==> src/verilog/bus_pkg.sv <==
package bus_pkg;

  // master side byte address and bus word
  typedef logic [31:0] addr_t;
  typedef logic [31:0] data_t;

  // one enable per byte lane of data_t
  typedef logic [3:0] be_t;

  // word index inside a slave window
  typedef logic [9:0] word_idx_t;

  typedef enum logic [1:0] {
    sel_none = 2'd0,
    sel_fast = 2'd1,
    sel_slow = 2'd2,
    sel_io   = 2'd3
  } slave_sel_e;

  // registers of the io block, one word each
  typedef enum logic [1:0] {
    reg_scratch = 2'd0,
    reg_reload  = 2'd1,
    reg_control = 2'd2,
    reg_status  = 2'd3
  } io_reg_e;

  // address map
  localparam addr_t fast_ram_base = 32'h0000_0000;
  localparam addr_t slow_ram_base = 32'h0001_0000;
  localparam addr_t io_base       = 32'h0002_0000;

  localparam addr_t ram_window = 32'h0000_1000;
  localparam addr_t io_window  = 32'h0000_0010;

  // control register bits
  localparam int ctrl_enable_bit = 0;
  localparam int ctrl_irq_en_bit = 1;

  // status register bits
  localparam int status_pending_bit = 0;

endpackage

==> src/verilog/bus_if.sv <==
`timescale 1ns/1ps

interface bus_if import bus_pkg::*; ();

  // common timing base handed out by the decoder
  logic sysclock;
  logic rst_n;

  logic      read;
  logic      write;
  word_idx_t address;
  data_t     writedata;
  be_t       byteenable;
  data_t     readdata;
  logic      waitrequest;

  modport host (
    output sysclock, rst_n,
    output read, write, address, writedata, byteenable,
    input  readdata, waitrequest
  );

  modport target (
    input  sysclock, rst_n,
    input  read, write, address, writedata, byteenable,
    output readdata, waitrequest
  );

endinterface

==> src/verilog/io_regs.sv <==
`timescale 1ns/1ps

module io_regs import bus_pkg::*; (
  input  logic  sysclock,
  input  logic  rst_n,
  bus_if.target port,
  output logic  timer_pending,
  output logic  timer_irq_en
);

  data_t      scratch_q;
  data_t      reload_q;
  data_t      count_q;
  logic [1:0] control_q;
  logic       pending_q;
  io_reg_e    reg_sel;
  logic       timer_en;

  function automatic data_t merge_bytes(data_t old_word, data_t new_word, be_t be);
    data_t result;
    result = old_word;
    for (int b = 0; b < $bits(be_t); b++) begin
      if (be[b]) begin
        result[b*8 +: 8] = new_word[b*8 +: 8];
      end
    end
    return result;
  endfunction

  assign reg_sel  = io_reg_e'(port.address[1:0]);
  assign timer_en = control_q[ctrl_enable_bit];

  always_ff @(posedge sysclock or negedge rst_n) begin
    if (!rst_n) begin
      scratch_q <= '0;
      reload_q  <= '0;
      control_q <= '0;
    end else if (port.write) begin
      case (reg_sel)
        reg_scratch: scratch_q <= merge_bytes(scratch_q, port.writedata, port.byteenable);
        reg_reload:  reload_q  <= merge_bytes(reload_q, port.writedata, port.byteenable);
        reg_control: control_q <= port.writedata[1:0];
        default: ;
      endcase
    end
  end

  // countdown follows reload while the timer is off
  always_ff @(posedge sysclock or negedge rst_n) begin
    if (!rst_n) begin
      count_q <= '0;
    end else if (!timer_en || count_q == '0) begin
      count_q <= reload_q;
    end else begin
      count_q <= count_q - 1'b1;
    end
  end

  // write one to clear, a new expiry in the same cycle wins
  always_ff @(posedge sysclock or negedge rst_n) begin
    if (!rst_n) begin
      pending_q <= 1'b0;
    end else begin
      if (port.write && reg_sel == reg_status && port.writedata[status_pending_bit]) begin
        pending_q <= 1'b0;
      end
      if (timer_en && count_q == '0) begin
        pending_q <= 1'b1;
      end
    end
  end

  always_comb begin
    case (reg_sel)
      reg_scratch: port.readdata = scratch_q;
      reg_reload:  port.readdata = reload_q;
      reg_control: port.readdata = {30'b0, control_q};
      default:     port.readdata = {31'b0, pending_q};
    endcase
  end

  // single cycle slave
  assign port.waitrequest = 1'b0;

  assign timer_pending = pending_q;
  assign timer_irq_en  = control_q[ctrl_irq_en_bit];

endmodule

==> src/flat_wrapper.sv <==
// flat-port wrapper written by rule: the top's interface ports become plain ports
module io_regs_flat import bus_pkg::*;
  (sysclock, rst_n, timer_pending, timer_irq_en, port_sysclock, port_rst_n, port_read, port_write, port_address, port_writedata, port_byteenable, port_readdata, port_waitrequest);
  bus_if port_i ();
  input  logic sysclock;
  input  logic rst_n;
  output logic timer_pending;
  output logic timer_irq_en;
  input wire logic [$bits(port_i.sysclock)-1:0] port_sysclock;
  input wire logic [$bits(port_i.rst_n)-1:0] port_rst_n;
  input wire logic [$bits(port_i.read)-1:0] port_read;
  input wire logic [$bits(port_i.write)-1:0] port_write;
  input wire logic [$bits(port_i.address)-1:0] port_address;
  input wire logic [$bits(port_i.writedata)-1:0] port_writedata;
  input wire logic [$bits(port_i.byteenable)-1:0] port_byteenable;
  output wire logic [$bits(port_i.readdata)-1:0] port_readdata;
  output wire logic [$bits(port_i.waitrequest)-1:0] port_waitrequest;
  assign port_i.sysclock = port_sysclock;
  assign port_i.rst_n = port_rst_n;
  assign port_i.read = port_read;
  assign port_i.write = port_write;
  assign port_i.address = port_address;
  assign port_i.writedata = port_writedata;
  assign port_i.byteenable = port_byteenable;
  assign port_readdata = port_i.readdata;
  assign port_waitrequest = port_i.waitrequest;
  io_regs u_core (.sysclock(sysclock), .rst_n(rst_n), .port(port_i), .timer_pending(timer_pending), .timer_irq_en(timer_irq_en));
endmodule
==> config.mk <==
export PLATFORM = sky130hd
export DESIGN_NAME = io_regs_flat
export DESIGN_NICKNAME = d
export VERILOG_FILES = /design/src/verilog/bus_pkg.sv /design/src/verilog/bus_if.sv /design/src/verilog/io_regs.sv /design/src/flat_wrapper.sv
export SDC_FILE = /design/constraint.sdc
export NUM_CORES = 1
export LEC_CHECK = 0
export ABC_AREA = 1
export ABC_CLOCK_PERIOD_IN_PS = 2800
export BUFFER_PORTS_ARGS = -buffer_cell sky130_fd_sc_hd__buf_4
export CAP_MARGIN = 10
export CORE_AREA = 4 4 143 104
export DETAILED_ROUTE_END_ITERATION = 10
export DIE_AREA = 0 0 147 108
export HOLD_SLACK_MARGIN = 0.08
export PLACE_DENSITY_LB_ADDON = 0.2
export SLEW_MARGIN = 20
export SYNTH_ARGS = -nofsm -noshare
export SYNTH_HDL_FRONTEND = slang
export SYNTH_SLANG_ARGS = --single-unit
export TNS_END_PERCENT = 20
==> constraint.sdc <==
create_clock -name sysclock -period 2.8 [get_ports sysclock]
set_clock_uncertainty 0.1 [all_clocks]
set_input_delay 0 -clock sysclock [delete_from_list [all_inputs] [get_ports sysclock]]
set_output_delay 0 -clock sysclock [all_outputs]
set_load 0.01 [all_outputs]
==> metrics, run 1 <==
status=completed; Slew headroom=60.0%; Setup TNS=0 ps; clk root buf=clkbuf_16; WS Path Type=reg -> reg; # setup viols final=0; pin count of the biggest net entering global routing=58; register area share after synthesis=49.1%; vias in the first global route=4,463; worst endpoint required time=2960 ps; FP Rows=36; Reg2Reg Setup Slack=770 ps; endpoints failing hold=0; Reg-to-Reg Start=u_core.count_q[0]; RSZ-0062 raised after global routing=no; routed len/inst=13.1 µm; hold crit path type=in -> async; initial core utilization=37.2%; critical-path maximum fanout=25; area of the core=0.0136 mm²; clock buffer count from CTS=9; synth unique cells=25; via count of the routed design=4,555; Die Y-Extent=108 µm; port bufs=74; total wire length=12,800 µm; FF+latch count, synth=99; period utilization=72.4%; uppermost layer routed=met4; Post-layout nets=834; ratio of cells with drive above 1 in the final layout=13.9%; Pleak=3.35 nW; pwr dens=710 mW/mm²; ANT nets after route=0; metal3 WL=592 µm; final RePlAce weighted congestion=0.898; clock transition at the registers of the reported paths=60 ps; CTS sink count=99; FF-to-FF End=u_core.count_q[0]; vias per inst=4.67; drt pass-1 iters=5; ANT cells=0; Worst-Margin Slew=601 ps; Max-Cap Viols=0; first-pass GRT wire length=21,800 µm; Die ar.=0.0159 mm²; CTS tree=built; Initial DRC Count=349; initial antenna violation count=0; crit end category=flip-flop; Mean Syn Cell Area=7.49 µm²; crit path DAT=2180 ps; Design Area, Final=0.00646 mm²; cell count of the worst reg-to-reg path=8; DP Wirelength=9200 µm; gr ovfl total=0; CP Launch Type=flip-flop; Post-route DRC=0; DP Area=0.00580 mm²; IO Count=87; Clk Latency, worst-skew pair=340 ps; yosys warns=0; Post-Synthesis Cell Area=0.00504 mm²; maximum VDD drop=0.000331 V; synthesis-to-finish area growth=28.0%; Die Span X=147 µm; Clock Tree Buf Depth=2; # resized after CTS=0; setup repair bufs after CTS=0; Post-Synthesis Net Count=726; Fmax=493 MHz; utilization after layout=47.6%; Final Max Tran Viols=0; WL met2=5550 µm; Post-Route M1 WL=6520 µm; Layout fillers=1,368; htree depth=3; Cells after Synth=673; gr usage total=17.0%; min cycle time layout=2030 ps
## metrics by stage
stage / worst slack [ps] / hold WS [ps] / total power [W] / cells
after floorplan: 1110 / -396 / 0.00291 / 673
after global placement: 778 / -64.7 / 0.00333 / 923
after detailed placement: 746 / -52.5 / 0.00336 / 923
after CTS: 733 / 122 / 0.00462 / 976
after global routing: 544 / 155 / 0.00494 / 976
final: 772 / 102 / 0.00458 / 976
## worst max path at each step
stage | to | slack, ps | start | cells after the start
after CTS | u_core.count_q[0] | 730 | u_core.count_q[0] | 7
final | u_core.count_q[0] | 770 | u_core.count_q[0] | 8
after global routing | u_core.count_q[0] | 540 | u_core.count_q[0] | 8
after global placement | u_core.count_q[0] | 780 | u_core.count_q[0] | 7
after detailed placement | u_core.count_q[1] | 750 | u_core.count_q[0] | 7
after floorplan | u_core.count_q[17] | 1110 | u_core.count_q[0] | 11
## cells in the mapped netlist (all sizes together)
cell type    n  area share [%]
o21bai       1            0.15
inv         86             6.4
xor2         7             1.2
nand3       23             2.4
nand3b       1            0.15
nand4        6            0.74
dfrtp       99              49
xnor2        4            0.69
buf          8             1.2
clkbuf      13            0.97
a22o        21             3.6
conb         1           0.074
nand2      236              18
o21ai       95             9.4
ha           1            0.25
o2bb2ai      1            0.17
nor2        70             5.8
## routing by layer
| layer | GRT usage (%) | vias to the layer above |
|---|---|---|
| met4 | 4.39 | 0 |
| met2 | 26.7 | 118 |
| met5 | 0 | - |
| met1 | 24.4 | 2104 |
| met3 | 3.23 | 10 |
| li1 | - | 2323 |
## power by group
| group | internal, W | switching [W] | total [W] |
|---|---|---|---|
| sequential | 0.00175 | 0.000267 | 0.00201 |
| clock | 0.000673 | 0.000530 | 0.00120 |
| combinational | 0.000545 | 0.000821 | 0.00137 |
## layout by cell type, fill, tap and decap left out, types with 11 or more instances in the layout
cell type and n:
dfrtp_1 99, a22o_1 21, inv_1 85, o21ai_0 84, nand2_1 234, nand3_1 22, nor2_1 62, o21ai_1 11
dlygate4sd3_1 37, buf_4 80
## cells by family after synthesis
family	count (synthesis)	synth area share, %
buffers and inverters	107	8.56
AOI/OAI and AO/OA	118	13.4
other	1	0.0744
xor gates and xnor gates	11	1.91
DFF	99	49.1
and+or+nand+nor	336	26.7
adders and majority gates	1	0.248
## sequential cells by signal, indices dropped and copies added (netlist names)
signal	count
u_core.count_q	32
u_core.scratch_q	32
u_core.control_q	2
u_core.timer_pending	1
u_core.reload_q	32
## repair_timing
item                                    CTS  global route
endpoints found under the hold margin   166             0
endpoints found under the setup margin    0             0
hold buffers                             37             0
## final cells by class
type | instances | area, µm² | share of cell area [%]
inverters | 86 | 323 | 5.00
clock inverters | 4 | 23.8 | 0.368
repair buffers | 118 | 991 | 15.3
well taps | 190 | 238 | 3.68
flip-flops and latches | 99 | 2480 | 38.4
multi-input cells | 467 | 2140 | 33.1
clock buffers | 12 | 267 | 4.13
## worst max-delay path, cell delays in order, from the launching register on
cell     delay, ps
dfrtp_1        380
inv_1           70
ha_1           220
nand2_2        120
nor2_4         240
nand4_1        200
nand2_2        420
nand2_1        110
o21ai_0         90
(Power assumes the default switching activity.)
==> inputs of run 2 (changes only) <==
ABC_AREA = 0   (was 1)
ABC_CLOCK_PERIOD_IN_PS = 1800   (was 2800)
CORE_AREA = 4 4 140 101   (was 4 4 143 104)
DIE_AREA = 0 0 144 105   (was 0 0 147 108)
clock period = 1.8 ns   (was 2.8 ns; I/O delays follow)
==> metrics, run 2 <==
status=finished with violations; failing checks=negative setup slack; Post-route DRC=0 (unchanged); hold_ws=91.8 ps (-10.3 ps); crit end category=flip-flop; FF/Latch Area=0.00248 mm² (unchanged); endpoints failing hold=0 (unchanged); CTS tree=built; register area share after synthesis=51.7% (+2.6 points); initial antenna violation count=0 (unchanged); clk root buf=clkbuf_16; ANT cells=0 (unchanged); Synth top cells by count=99 x dfrtp_1, 66 x mux2_2, 39 x nand2_1, 39 x nor2_1, 32 x mux2i_1; final RePlAce weighted congestion=0.770 (-14%); area of the multi-input gates=0.00230 mm² (+7.7%); maximum VDD drop=0.000589 V (+78%); # setup viols final=33 (+33); Die Span X=144 µm (-2.0%); Worst-Margin Slew=670 ps (+69.0 ps); clock transition at the registers of the reported paths=70 ps (about the same); pin count of the biggest net entering global routing=40 (-31%); Max stage delay on crit path=530 ps (+110 ps); area of the core=0.0129 mm² (-4.7%); Synth top area share=51.7% (+2.6 points); Post-synth EDFFs=0 (unchanged); clock buffer count from CTS=9 (unchanged); period utilization=129% (+56 points); FF+latch count, synth=99 (unchanged); RSZ-0062 raised after global routing=yes; ratio of cells with drive above 1 in the final layout=42.2% (+28 points); Slew headroom=55.3% (-4.7 points); pwr dens=1150 mW/mm² (+62%); IO Count=87 (unchanged); most frequent cells in the layout=136 x buf_4, 99 x dfrtp_1, 66 x mux2_2, 39 x nor2_1, 34 x dlygate4sd3_1; Clk Latency, worst-skew pair=340 ps (about the same); slowest CP cell=or4_4; Cells after Synth=419 (-38%); Post-Synthesis Net Count=472 (-35%); Final Max Tran Viols=0 (unchanged); vias per inst=4.86 (+4.2%); synth unique cells=42 (+68%); Die ar.=0.0151 mm² (-4.8%); gr ovfl total=0 (unchanged); via count of the routed design=3,702 (-19%); ANT nets after route=0 (unchanged); crit path DAT=2430 ps (+250 ps); Die Y-Extent=105 µm (-2.8%); count leader, synth=dfrtp_1; initial core utilization=37.1% (-0.13 points); min cycle time layout=2320 ps (+291 ps); Initial DRC Count=136 (-61%); port bufs=74 (unchanged); Yosys top cell by area=dfrtp_1; Post-layout nets=644 (-23%); FP Rows=35 (-2.8%); Clock Tree Buf Depth=2 (unchanged); routed len/inst=15.2 µm (+16%); top cells by area, synth=dfrtp_1 52%, mux2_2 16%, mux2i_1 6.7%, xnor2_1 3.5%, nand2_1 3.1%; crit path cell chain=or4_4 > or4_4 > or4_1 > mux2i_1 > a22oi_1; Pwr Total=0.00784 W (+71%); commonest non-fill, non-tap cell in the layout=buf_4; Post-Synthesis Cell Area=0.00479 mm² (-5.1%); Pleak=3.09 nW (-7.6%); vias in the first global route=3,875 (-13%); most frequent CP cell=or4_4; Post-synth ARST share=100% (unchanged); WS Path Type=reg -> reg; yosys warns=0 (unchanged); Top delay family on crit path=simple AND/OR/NAND/NOR gates; top flop regs=u_core.count_q x32, u_core.reload_q x32, u_core.scratch_q x32; total wire length=11,600 µm (-9.5%); Max-Cap Viols=0 (unchanged); CTS sink count=99 (unchanged); Mean Syn Cell Area=11.4 µm² (+52%); Layout fillers=1,144 (-16%); Reg2Reg Setup Slack=-520 ps (-1290 ps); ys flop type=dfrtp_1; gr usage total=16.1% (-0.89 points); CP Launch Type=flip-flop; drt pass-1 iters=4 (-1); hold crit path type=in -> async; synthesis-to-finish area growth=42.0%; Fmax=431 MHz (-13%); htree depth=3 (unchanged); first-pass GRT wire length=19,500 µm (-10%); WP buf/inv=0 (-1); Final WS setup=-520 ps (-1290 ps); DP Wirelength=8250 µm (-10%); critical-path maximum fanout=3 (-88%); worst endpoint required time=1910 ps (-1050 ps)
run 2: report_power, final:
part           total (W)  leakage (nW)  internal (W)  switching, W
clock            0.00178         0.124      0.000965      0.000812
sequential       0.00323          1.20       0.00282      0.000414
combinational    0.00283          1.77       0.00162       0.00121
total            0.00784          3.09       0.00541       0.00244
run 2: stage by stage:
stage	area [µm²]	setup slack (ps)	instances	utilization [%]	setup TNS (ps)
after floorplan	4790	-466	419	-	-13090
after global placement	6030	-481	709	46.6	-14290
after detailed placement	6030	-510	709	46.6	-14970
after CTS	6670	-517	758	51.7	-14260
after global routing	6800	-556	761	52.6	-16180
final	6800	-520	761	52.6	-13350
run 2: worst register-to-register path: cells and delay by family (launching register included):
kind	cells	cell delay, ps
AOI/OAI and AO/OA	1	90
DFF	1	380
muxes	1	160
and+or+nand+nor	3	1470
run 2: cell families after synthesis:
| family | share of synthesized area [%] |
|---|---|
| simple gates | 13.0 |
| mux | 22.7 |
| flops | 51.7 |
| compound gates | 5.04 |
| xor+xnor | 4.94 |
| buf+inv | 2.27 |
| fa+ha+maj | 0.261 |
| other cells | 0.0783 |
run 2: what timing repair did:
action	4_1_cts	5_1_grt
pin swaps	0	5
setup endpoints to repair	33	33
endpoints found under the hold margin	166	0
gates cloned	0	1
hold buffers	34	0
gates resized for setup	22	31
setup buffers	0	2
run 2: path summary, 6_finish.rpt:
kind | start | depth (start not counted) | end
worst max-delay path | u_core.count_q[26] | 5 | u_core.count_q[31]
worst min-delay path | rst_n | 2 | u_core.reload_q[1]
worst max register to register | u_core.count_q[26] | 5 | u_core.count_q[31]
worst min register to register | u_core.scratch_q[23] | 1 | u_core.scratch_q[23]
max in group asynchronous | rst_n | 3 | u_core.scratch_q[23]
min in group sysclock | port_byteenable[1] | 4 | u_core.reload_q[11]
run 2: routing by layer:
layer,vias up,wire length [µm],global-route usage (%)
li1,1817,-,-
met1,1807,5840,23.8
met2,70,5130,24.1
met3,8,458,3.80
met4,0,127,3.49
met5,-,0,0
run 2: area by class of cell:
type                    instances  share of cell area [%]
clock inverters                 4                   0.405
well taps                     166                    3.05
clock buffers                  11                    3.57
flip-flops and latches         99                    36.4
repair buffers                180                    22.5
multi-input cells             298                    33.9
inverters                       3                   0.166
