### src/verilog/bus_pkg.sv
package bus_pkg;

  // master side byte address and bus word
  typedef logic [31:0] addr_t;
  typedef logic [31:0] data_t;

  // one enable per byte lane of data_t
  typedef logic [3:0] be_t;

  // word index inside a slave window
  typedef logic [9:0] word_idx_t;

  typedef enum logic [1:0] {
    sel_none = 2'd0,
    sel_fast = 2'd1,
    sel_slow = 2'd2,
    sel_io   = 2'd3
  } slave_sel_e;

  // registers of the io block, one word each
  typedef enum logic [1:0] {
    reg_scratch = 2'd0,
    reg_reload  = 2'd1,
    reg_control = 2'd2,
    reg_status  = 2'd3
  } io_reg_e;

  // address map
  localparam addr_t fast_ram_base = 32'h0000_0000;
  localparam addr_t slow_ram_base = 32'h0001_0000;
  localparam addr_t io_base       = 32'h0002_0000;

  localparam addr_t ram_window = 32'h0000_1000;
  localparam addr_t io_window  = 32'h0000_0010;

  // control register bits
  localparam int ctrl_enable_bit = 0;
  localparam int ctrl_irq_en_bit = 1;

  // status register bits
  localparam int status_pending_bit = 0;

endpackage

### src/verilog/bus_if.sv
`timescale 1ns/1ps

interface bus_if import bus_pkg::*; ();

  // common timing base handed out by the decoder
  logic sysclock;
  logic rst_n;

  logic      read;
  logic      write;
  word_idx_t address;
  data_t     writedata;
  be_t       byteenable;
  data_t     readdata;
  logic      waitrequest;

  modport host (
    output sysclock, rst_n,
    output read, write, address, writedata, byteenable,
    input  readdata, waitrequest
  );

  modport target (
    input  sysclock, rst_n,
    input  read, write, address, writedata, byteenable,
    output readdata, waitrequest
  );

endinterface

### src/verilog/bus_decoder.sv
`timescale 1ns/1ps

module bus_decoder import bus_pkg::*; (
  input  logic       sysclock,
  input  logic       rst_n,
  input  addr_t      address,
  input  logic       read,
  input  logic       write,
  input  data_t      writedata,
  input  be_t        byteenable,
  output slave_sel_e sel,
  output logic       fault,
  bus_if.host        fast_port,
  bus_if.host        slow_port,
  bus_if.host        io_port
);

  addr_t     offset;
  word_idx_t word_index;
  logic      strobe;

  assign strobe = read | write;

  // window compare, unsigned wrap keeps addresses below a base out
  always_comb begin
    sel = sel_none;
    offset = '0;
    if ((address - fast_ram_base) < ram_window) begin
      sel = sel_fast;
      offset = address - fast_ram_base;
    end else if ((address - slow_ram_base) < ram_window) begin
      sel = sel_slow;
      offset = address - slow_ram_base;
    end else if ((address - io_base) < io_window) begin
      sel = sel_io;
      offset = address - io_base;
    end
  end

  // byte offset to word index, io offsets leave the upper bits zero
  assign word_index = offset[11:2];

  assign fault = strobe & (sel == sel_none);

  // clock and reset shared by all slave ports
  assign fast_port.sysclock = sysclock;
  assign fast_port.rst_n    = rst_n;
  assign slow_port.sysclock = sysclock;
  assign slow_port.rst_n    = rst_n;
  assign io_port.sysclock   = sysclock;
  assign io_port.rst_n      = rst_n;

  // strobes only reach the selected slave
  assign fast_port.read  = read  & (sel == sel_fast);
  assign fast_port.write = write & (sel == sel_fast);
  assign slow_port.read  = read  & (sel == sel_slow);
  assign slow_port.write = write & (sel == sel_slow);
  assign io_port.read    = read  & (sel == sel_io);
  assign io_port.write   = write & (sel == sel_io);

  assign fast_port.address    = word_index;
  assign fast_port.writedata  = writedata;
  assign fast_port.byteenable = byteenable;
  assign slow_port.address    = word_index;
  assign slow_port.writedata  = writedata;
  assign slow_port.byteenable = byteenable;
  assign io_port.address      = word_index;
  assign io_port.writedata    = writedata;
  assign io_port.byteenable   = byteenable;

endmodule

### src/flat_wrapper.sv
// flat-port wrapper written by rule: the top's interface ports become plain ports
module bus_decoder_flat import bus_pkg::*;
  (sysclock, rst_n, address, read, write, writedata, byteenable, sel, fault, fast_port_sysclock, fast_port_rst_n, fast_port_read, fast_port_write, fast_port_address, fast_port_writedata, fast_port_byteenable, fast_port_readdata, fast_port_waitrequest, slow_port_sysclock, slow_port_rst_n, slow_port_read, slow_port_write, slow_port_address, slow_port_writedata, slow_port_byteenable, slow_port_readdata, slow_port_waitrequest, io_port_sysclock, io_port_rst_n, io_port_read, io_port_write, io_port_address, io_port_writedata, io_port_byteenable, io_port_readdata, io_port_waitrequest);
  bus_if fast_port_i ();
  bus_if slow_port_i ();
  bus_if io_port_i ();
  input  logic sysclock;
  input  logic rst_n;
  input  addr_t address;
  input  logic read;
  input  logic write;
  input  data_t writedata;
  input  be_t byteenable;
  output slave_sel_e sel;
  output logic fault;
  output wire logic [$bits(fast_port_i.sysclock)-1:0] fast_port_sysclock;
  output wire logic [$bits(fast_port_i.rst_n)-1:0] fast_port_rst_n;
  output wire logic [$bits(fast_port_i.read)-1:0] fast_port_read;
  output wire logic [$bits(fast_port_i.write)-1:0] fast_port_write;
  output wire logic [$bits(fast_port_i.address)-1:0] fast_port_address;
  output wire logic [$bits(fast_port_i.writedata)-1:0] fast_port_writedata;
  output wire logic [$bits(fast_port_i.byteenable)-1:0] fast_port_byteenable;
  input wire logic [$bits(fast_port_i.readdata)-1:0] fast_port_readdata;
  input wire logic [$bits(fast_port_i.waitrequest)-1:0] fast_port_waitrequest;
  output wire logic [$bits(slow_port_i.sysclock)-1:0] slow_port_sysclock;
  output wire logic [$bits(slow_port_i.rst_n)-1:0] slow_port_rst_n;
  output wire logic [$bits(slow_port_i.read)-1:0] slow_port_read;
  output wire logic [$bits(slow_port_i.write)-1:0] slow_port_write;
  output wire logic [$bits(slow_port_i.address)-1:0] slow_port_address;
  output wire logic [$bits(slow_port_i.writedata)-1:0] slow_port_writedata;
  output wire logic [$bits(slow_port_i.byteenable)-1:0] slow_port_byteenable;
  input wire logic [$bits(slow_port_i.readdata)-1:0] slow_port_readdata;
  input wire logic [$bits(slow_port_i.waitrequest)-1:0] slow_port_waitrequest;
  output wire logic [$bits(io_port_i.sysclock)-1:0] io_port_sysclock;
  output wire logic [$bits(io_port_i.rst_n)-1:0] io_port_rst_n;
  output wire logic [$bits(io_port_i.read)-1:0] io_port_read;
  output wire logic [$bits(io_port_i.write)-1:0] io_port_write;
  output wire logic [$bits(io_port_i.address)-1:0] io_port_address;
  output wire logic [$bits(io_port_i.writedata)-1:0] io_port_writedata;
  output wire logic [$bits(io_port_i.byteenable)-1:0] io_port_byteenable;
  input wire logic [$bits(io_port_i.readdata)-1:0] io_port_readdata;
  input wire logic [$bits(io_port_i.waitrequest)-1:0] io_port_waitrequest;
  assign fast_port_sysclock = fast_port_i.sysclock;
  assign fast_port_rst_n = fast_port_i.rst_n;
  assign fast_port_read = fast_port_i.read;
  assign fast_port_write = fast_port_i.write;
  assign fast_port_address = fast_port_i.address;
  assign fast_port_writedata = fast_port_i.writedata;
  assign fast_port_byteenable = fast_port_i.byteenable;
  assign fast_port_i.readdata = fast_port_readdata;
  assign fast_port_i.waitrequest = fast_port_waitrequest;
  assign slow_port_sysclock = slow_port_i.sysclock;
  assign slow_port_rst_n = slow_port_i.rst_n;
  assign slow_port_read = slow_port_i.read;
  assign slow_port_write = slow_port_i.write;
  assign slow_port_address = slow_port_i.address;
  assign slow_port_writedata = slow_port_i.writedata;
  assign slow_port_byteenable = slow_port_i.byteenable;
  assign slow_port_i.readdata = slow_port_readdata;
  assign slow_port_i.waitrequest = slow_port_waitrequest;
  assign io_port_sysclock = io_port_i.sysclock;
  assign io_port_rst_n = io_port_i.rst_n;
  assign io_port_read = io_port_i.read;
  assign io_port_write = io_port_i.write;
  assign io_port_address = io_port_i.address;
  assign io_port_writedata = io_port_i.writedata;
  assign io_port_byteenable = io_port_i.byteenable;
  assign io_port_i.readdata = io_port_readdata;
  assign io_port_i.waitrequest = io_port_waitrequest;
  bus_decoder u_core (.sysclock(sysclock), .rst_n(rst_n), .address(address), .read(read), .write(write), .writedata(writedata), .byteenable(byteenable), .sel(sel), .fault(fault), .fast_port(fast_port_i), .slow_port(slow_port_i), .io_port(io_port_i));
endmodule
### config.mk
export PLATFORM = sky130hd
export DESIGN_NAME = bus_decoder_flat
export DESIGN_NICKNAME = d
export VERILOG_FILES = /design/src/verilog/bus_pkg.sv /design/src/verilog/bus_if.sv /design/src/verilog/bus_decoder.sv /design/src/flat_wrapper.sv
export SDC_FILE = /design/constraint.sdc
export NUM_CORES = 1
export LEC_CHECK = 0
export BUFFER_PORTS_ARGS = -buffer_cell sky130_fd_sc_hd__buf_2
export CORE_AREA = 3 3 124 126
export DETAILED_ROUTE_END_ITERATION = 12
export DIE_AREA = 0 0 127 129
export PLACE_DENSITY = 0.53
export SYNTH_ARGS = -nofsm -noshare
export SYNTH_HDL_FRONTEND = slang
export SYNTH_SLANG_ARGS = --single-unit
### constraint.sdc
create_clock -name vclk -period 4.05
set_input_delay 0.405 -clock vclk [all_inputs]
set_output_delay 0.405 -clock vclk [all_outputs]
set_load 0.005 [all_outputs]
==> out/metrics.cfg, run 1 <==
[run_status]
status=finished, final reports clean

[logic_synthesis]
synth_top_area_share_pct=61.3
syn_nets=388
yosysSeqAreaShare_pct=0
ys_types=37
synth_common_cells=buf_4 (134), a21boi_2 (10), nor2_1 (9)
yosys.area.top_type=buf_4
synth_area_um2=1640
synthCells=215
yosysMostFrequentCell=buf_4
ys_top_cells_by_area=buf_4 (61%), a21boi_2 (6.9%), nor4_1 (2.7%)
syn_area_per_cell_um2=7.63
yosysWarnings=0

[worst_setup_path]
crit_fanout=11
cpPeakStageDelay_ns=0.84
cp-startpoint=address[17]
crit_chain=buf_2, inv_1, ha_1, or2b_2, a21oi_1, nand3_1, xnor2_1, or4_1, a21boi_2, buf_2
cp.required_ns=3.64
endpoint_kind=primary output
cp-start-kind=primary input
crit_type=primary input to primary output
endpoint=fast_port_address[1]
crit_top_cell=buf_2
arrival_ns=3.02
critPathSlowestCell=or4_1

[place]
port_buffers=71
dpl_cell_area_um2=1190
place_congestion=0.768
hpwl_mm=2.83

[grt]
grt_max_degree=12
gr-total-overflow=0
grt_pass1_vias=894
grt_pass1_wl_mm=4.62
grt_usage_pct=3.36
antenna_found_initial=0

[timing]
finalSetupTns_ns=0
period_share_pct=84.6
setup_viol=0
max_slew_margin_pct=52.6
rsz0062_at_grt=false
fin_crit_ns=3.42
slew_viol_final=0
max_clock_freq_mhz=292
hold_slack_ns=0.810
finalHoldViolations=0
worst_slew_pin_slew_ns=0.705

[floorplanning]
coreArea_um2=14400
die_h_um=129
io-pin-count=324
die_area_um2=16400
die_x_um=127
rows=44
start_util_pct=11.4

[cts]
post_cts_resized=0
hold_buffers=0
postCtsSetupBuffers=0

[cells_and_area]
clockBufferCount=0
syn_to_final_growth_pct=-27.2
drive_above_1_share_pct=61.3
final_cell_area_um2=1190
layout.area.seq_um2=0
flops_and_latches=0
antenna_cells=0
final_nets=325

[route]
viasPerCell=2.90
wl_mm=3.24
routedWlPerCell_um=9.70
ant_nets=0
drt_iter0_drc=11
vias=969
dr.pass1.iters=4
drc=0

[flow_run]
drv_cap=0

[power_and_ir_drop]
power_density_nw_per_um2=41.7
total_leakage_power_nw=0.518
max-vdd-ir-drop_v=0.0000154
finalPower_w=0.0000498

[hold_path]
worstHoldStart=byteenable[1]
hold_class=primary input to primary output

-- worst min-delay path by stage --
| stage | end | depth (start not counted) |
|---|---|---|
| final | fast_port_byteenable[1] | 0 |
| after global routing | io_port_byteenable[2] | 0 |
| after CTS | fast_port_writedata[13] | 0 |
| after detailed placement | fast_port_writedata[13] | 0 |
| after global placement | fast_port_writedata[13] | 0 |
| after floorplan | fast_port_byteenable[0] | 1 |
-- cells in the final DEF, fill, tap and decap left out, types with 2 or more instances in the layout --
cell       n
a21boi_2  10
and2_1     4
and2_2     2
buf_2     71
ha_1       2
inv_1      3
nand2_1    3
nand3_1    7
nand4_1    2
nor2_1     9
nor3b_1    2
nor4_1     7
or4_4      2
xnor2_1    4
xor2_1     2
-- layer usage --
metal,part of all wire (%),vias up,wire length [um],GRT usage [%]
met1,35,410,1120,3.55
met2,43,73,1400,5.79
met4,6.1,0,197,2.33
met5,0,-,0,0
met3,16,31,514,0.955
li1,-,455,-,-
-- cells by family (layout without fill, tap and decap cells) --
group,after synthesis,after routing,share of synthesized area [%]
AOI/OAI and AO/OA,19,19,12.3
xor gates and xnor gates,6,6,3.20
adders and majority gates,2,2,1.53
buffers and inverters,139,74,63.6
and+or+nand+nor,49,49,19.4
-- through the flow --
stage	setup slack, ns	instances	utilization (%)
after floorplan	1.11	215	-
after global placement	0.618	334	8.28
after detailed placement	0.622	334	8.28
after CTS	0.623	334	8.28
after global routing	0.463	334	8.28
final	0.626	334	8.28
-- layout make-up --
cell class                 instances  area (um2)
fill                            1699       13200
inverter                           3        11.3
multi-input combinational         76         597
tap                              184         230
timing repair buffer              71         355
-- worst max-delay path: cells and delay by family --
kind                     cells  cell delay (ns)
XOR/XNOR                     1             0.20
AO/OA/AOI/OAI                2             0.52
adder cells (fa/ha/maj)      1             0.22
buffers and inverters        3             0.34
AND/OR/NAND/NOR              3             1.32
-- where the power goes --
group          switching [W]  internal, W
Clock                      0            0
Combinational      0.0000261    0.0000237
Sequential                 0            0
No activity file was read; power rests on OpenSTA's default activity.
==> inputs of run 2 (changes only) <==
--- a/config.mk
+++ b/config.mk
@@ -6,9 +6,9 @@
 export NUM_CORES = 1
 export LEC_CHECK = 0
 export BUFFER_PORTS_ARGS = -buffer_cell sky130_fd_sc_hd__buf_2
-export CORE_AREA = 3 3 124 126
+export CORE_AREA = 3 3 126 128
 export DETAILED_ROUTE_END_ITERATION = 12
-export DIE_AREA = 0 0 127 129
+export DIE_AREA = 0 0 129 131
 export PLACE_DENSITY = 0.53
 export SYNTH_ARGS = -nofsm -noshare
 export SYNTH_HDL_FRONTEND = slang
==> constraint.sdc (replaced) <==
create_clock -name vclk -period 3
set_input_delay 0.3 -clock vclk [all_inputs]
set_output_delay 0.3 -clock vclk [all_outputs]
set_load 0.005 [all_outputs]
==> run 2 against run 1 <==
  * Combinational power rose by 47%
  * Die area rose by 3.1%
  * Final cell count rose by 4.2%
  * First-iteration DRC count fell by 9.1%
  * Hold slack got worse by 0.21 ns
  * Flip-flop and latch count did not move
  * Global-route usage rose by 0.27 points
  * Via count rose by 1.7%
  * Setup slack got worse by 0.47 ns
  * Final area rose by 8.9%
  * Critical path depth fell by 1
  * Largest power group unchanged
  * Highest routed layer unchanged
==> out/metrics.cfg, run 2 (synthesis results as in run 1) <==
[worst_setup_path]
cp.required_ns=2.70  ; was 3.64 ns
endpoint_kind=primary output  ; unchanged
crit_type=primary input to primary output  ; unchanged
cp-start-kind=primary input  ; unchanged
crit_fanout=11  ; unchanged
arrival_ns=2.54  ; was 3.02 ns

[timing]
max_clock_freq_mhz=352
finalHoldViolations=0  ; unchanged
finalSetupTns_ns=0  ; unchanged
setup_viol=0  ; unchanged
slew_viol_final=0  ; unchanged
worst_slew_pin_slew_ns=0.406  ; was 0.705 ns
max_slew_margin_pct=72.9  ; was 52.6%
period_share_pct=94.8
fin_crit_ns=2.84

[floorplanning]
rows=45  ; was 44
die_x_um=129  ; was 127 um
coreArea_um2=15000  ; was 14,400 um2
die_area_um2=16900  ; was 16,400 um2
start_util_pct=11.0  ; was 11.4%
die_h_um=131  ; was 129 um
io-pin-count=324  ; unchanged

[cells_and_area]
drive_above_1_share_pct=65.0  ; was 61.3%
final_cell_area_um2=1300  ; was 1190 um2
layout_commonest_cell=buf_2  ; unchanged
clockBufferCount=0  ; unchanged
antenna_cells=0  ; unchanged
final_nets=335  ; was 325
syn_to_final_growth_pct=-20.7  ; was -27.2%
flops_and_latches=0  ; unchanged
layout.area.seq_um2=0  ; unchanged
final_cell_mix=buf_2 (71), a21boi_2 (10), buf_4 (10)  ; was buf_2 (71), a21boi_2 (10), nor2_1 (9)

[place]
port_buffers=71  ; unchanged
dpl_cell_area_um2=1270  ; was 1190 um2
hpwl_mm=3.23  ; was 2.83 mm
place_congestion=0.766  ; was 0.768

[power_and_ir_drop]
power_density_nw_per_um2=56.3  ; was 41.7 nW/um2
total_leakage_power_nw=0.572  ; was 0.518 nW
power.internal_w=0.0000355  ; was 0.0000237 W
p_seq_share_pct=0  ; about the same
max-vdd-ir-drop_v=0.00000823  ; was 0.0000154 V
power.switching_w=0.0000377  ; was 0.0000261 W
clkPwrFrac_pct=0  ; about the same
pwr-share-comb_pct=100.0  ; about the same
p_sw_share_pct=51.5  ; was 52.4%

[route]
routedWlPerCell_um=10.5  ; was 9.70 um
dr.pass1.iters=4  ; unchanged
drt_iter0_drc=10  ; was 11
vias=985  ; was 969
drc=0  ; unchanged
ant_nets=0  ; unchanged
viasPerCell=2.83  ; was 2.90
wl_mm=3.65  ; was 3.24 mm

[hold_path]
hold_class=primary input to primary output  ; unchanged

[grt]
grt_pass1_vias=918  ; was 894
grt_usage_pct=3.63  ; was 3.36%
gr-total-overflow=0  ; unchanged
grt_max_degree=12  ; unchanged
grt_pass1_wl_mm=4.84  ; was 4.62 mm
antenna_found_initial=0  ; unchanged

[run_status]
status=finished, final reports clean  ; unchanged

[flow_run]
drv_cap=0  ; unchanged

==> run 2: cell count changes in the layout (fill, tap and decap cells not counted), sizes merged <==
cell / change
buf: +10
==> run 2: area by class of cell <==
class / instances / area, um2
well taps: 188 / 235
repair buffers: 81 / 430
inverters: 3 / 11.3
fillers: 1759 / 13700
multi-input cells: 76 / 623
==> run 2: repair_timing <==
action / in CTS / in global routing
setup endpoints to repair: 0 / 32
buffers inserted: 0 / 1
gates resized for setup: 0 / 5
hold buffers: 0 / 0
hold endpoints to repair: 0 / 0
==> run 2: through the flow <==
| step | util, % | setup slack [ns] | total power (W) | hold slack (ns) | cells |
|---|---|---|---|---|---|
| 2_1_floorplan | - | 0.271 | 0.000150 | 0.681 | 215 |
| 3_3_place_gp | 8.45 | 0.0992 | 0.0000714 | 0.600 | 347 |
| 3_5_place_dp | 8.45 | 0.0703 | 0.0000715 | 0.600 | 347 |
| 4_1_cts | 8.45 | 0.0662 | 0.0000721 | 0.600 | 347 |
| 5_1_grt | 8.68 | -0.00564 | 0.0000821 | 0.600 | 348 |
| 6_report | 8.68 | 0.156 | 0.0000732 | 0.600 | 348 |
==> run 2: power by group through the flow <==
stage | combinational [W] | clock, W | sequential, W
floorplan | 0.000150 | 0 | 0
global placement | 0.0000714 | 0 | 0
detailed placement | 0.0000715 | 0 | 0
CTS | 0.0000721 | 0 | 0
global route | 0.0000821 | 0 | 0
finish | 0.0000732 | 0 | 0
==> run 2: layer usage <==
layer  share of wire (%)  track usage, %  vias to the layer above
li1                    -               -                      480
met1                  31            3.21                      424
met2                  53            7.84                       54
met3                  11           0.244                       27
met4                 4.8            2.10                        0
met5                   0               0                        -
==> run 2: worst paths after layout <==
kind / from / to / cells past startpoint
hold / removal: writedata[0] / fast_port_writedata[0] / 0
setup / recovery: address[20] / io_port_address[7] / 9
==> run 2: worst max-delay path, cell delays in order <==
cell	delay, ns
buf_2	0.10
or4_4	0.58
nor4_4	0.28
xnor2_1	0.14
nand3_1	0.12
or4_1	0.48
buf_4	0.21
a21boi_2	0.19
buf_2	0.14
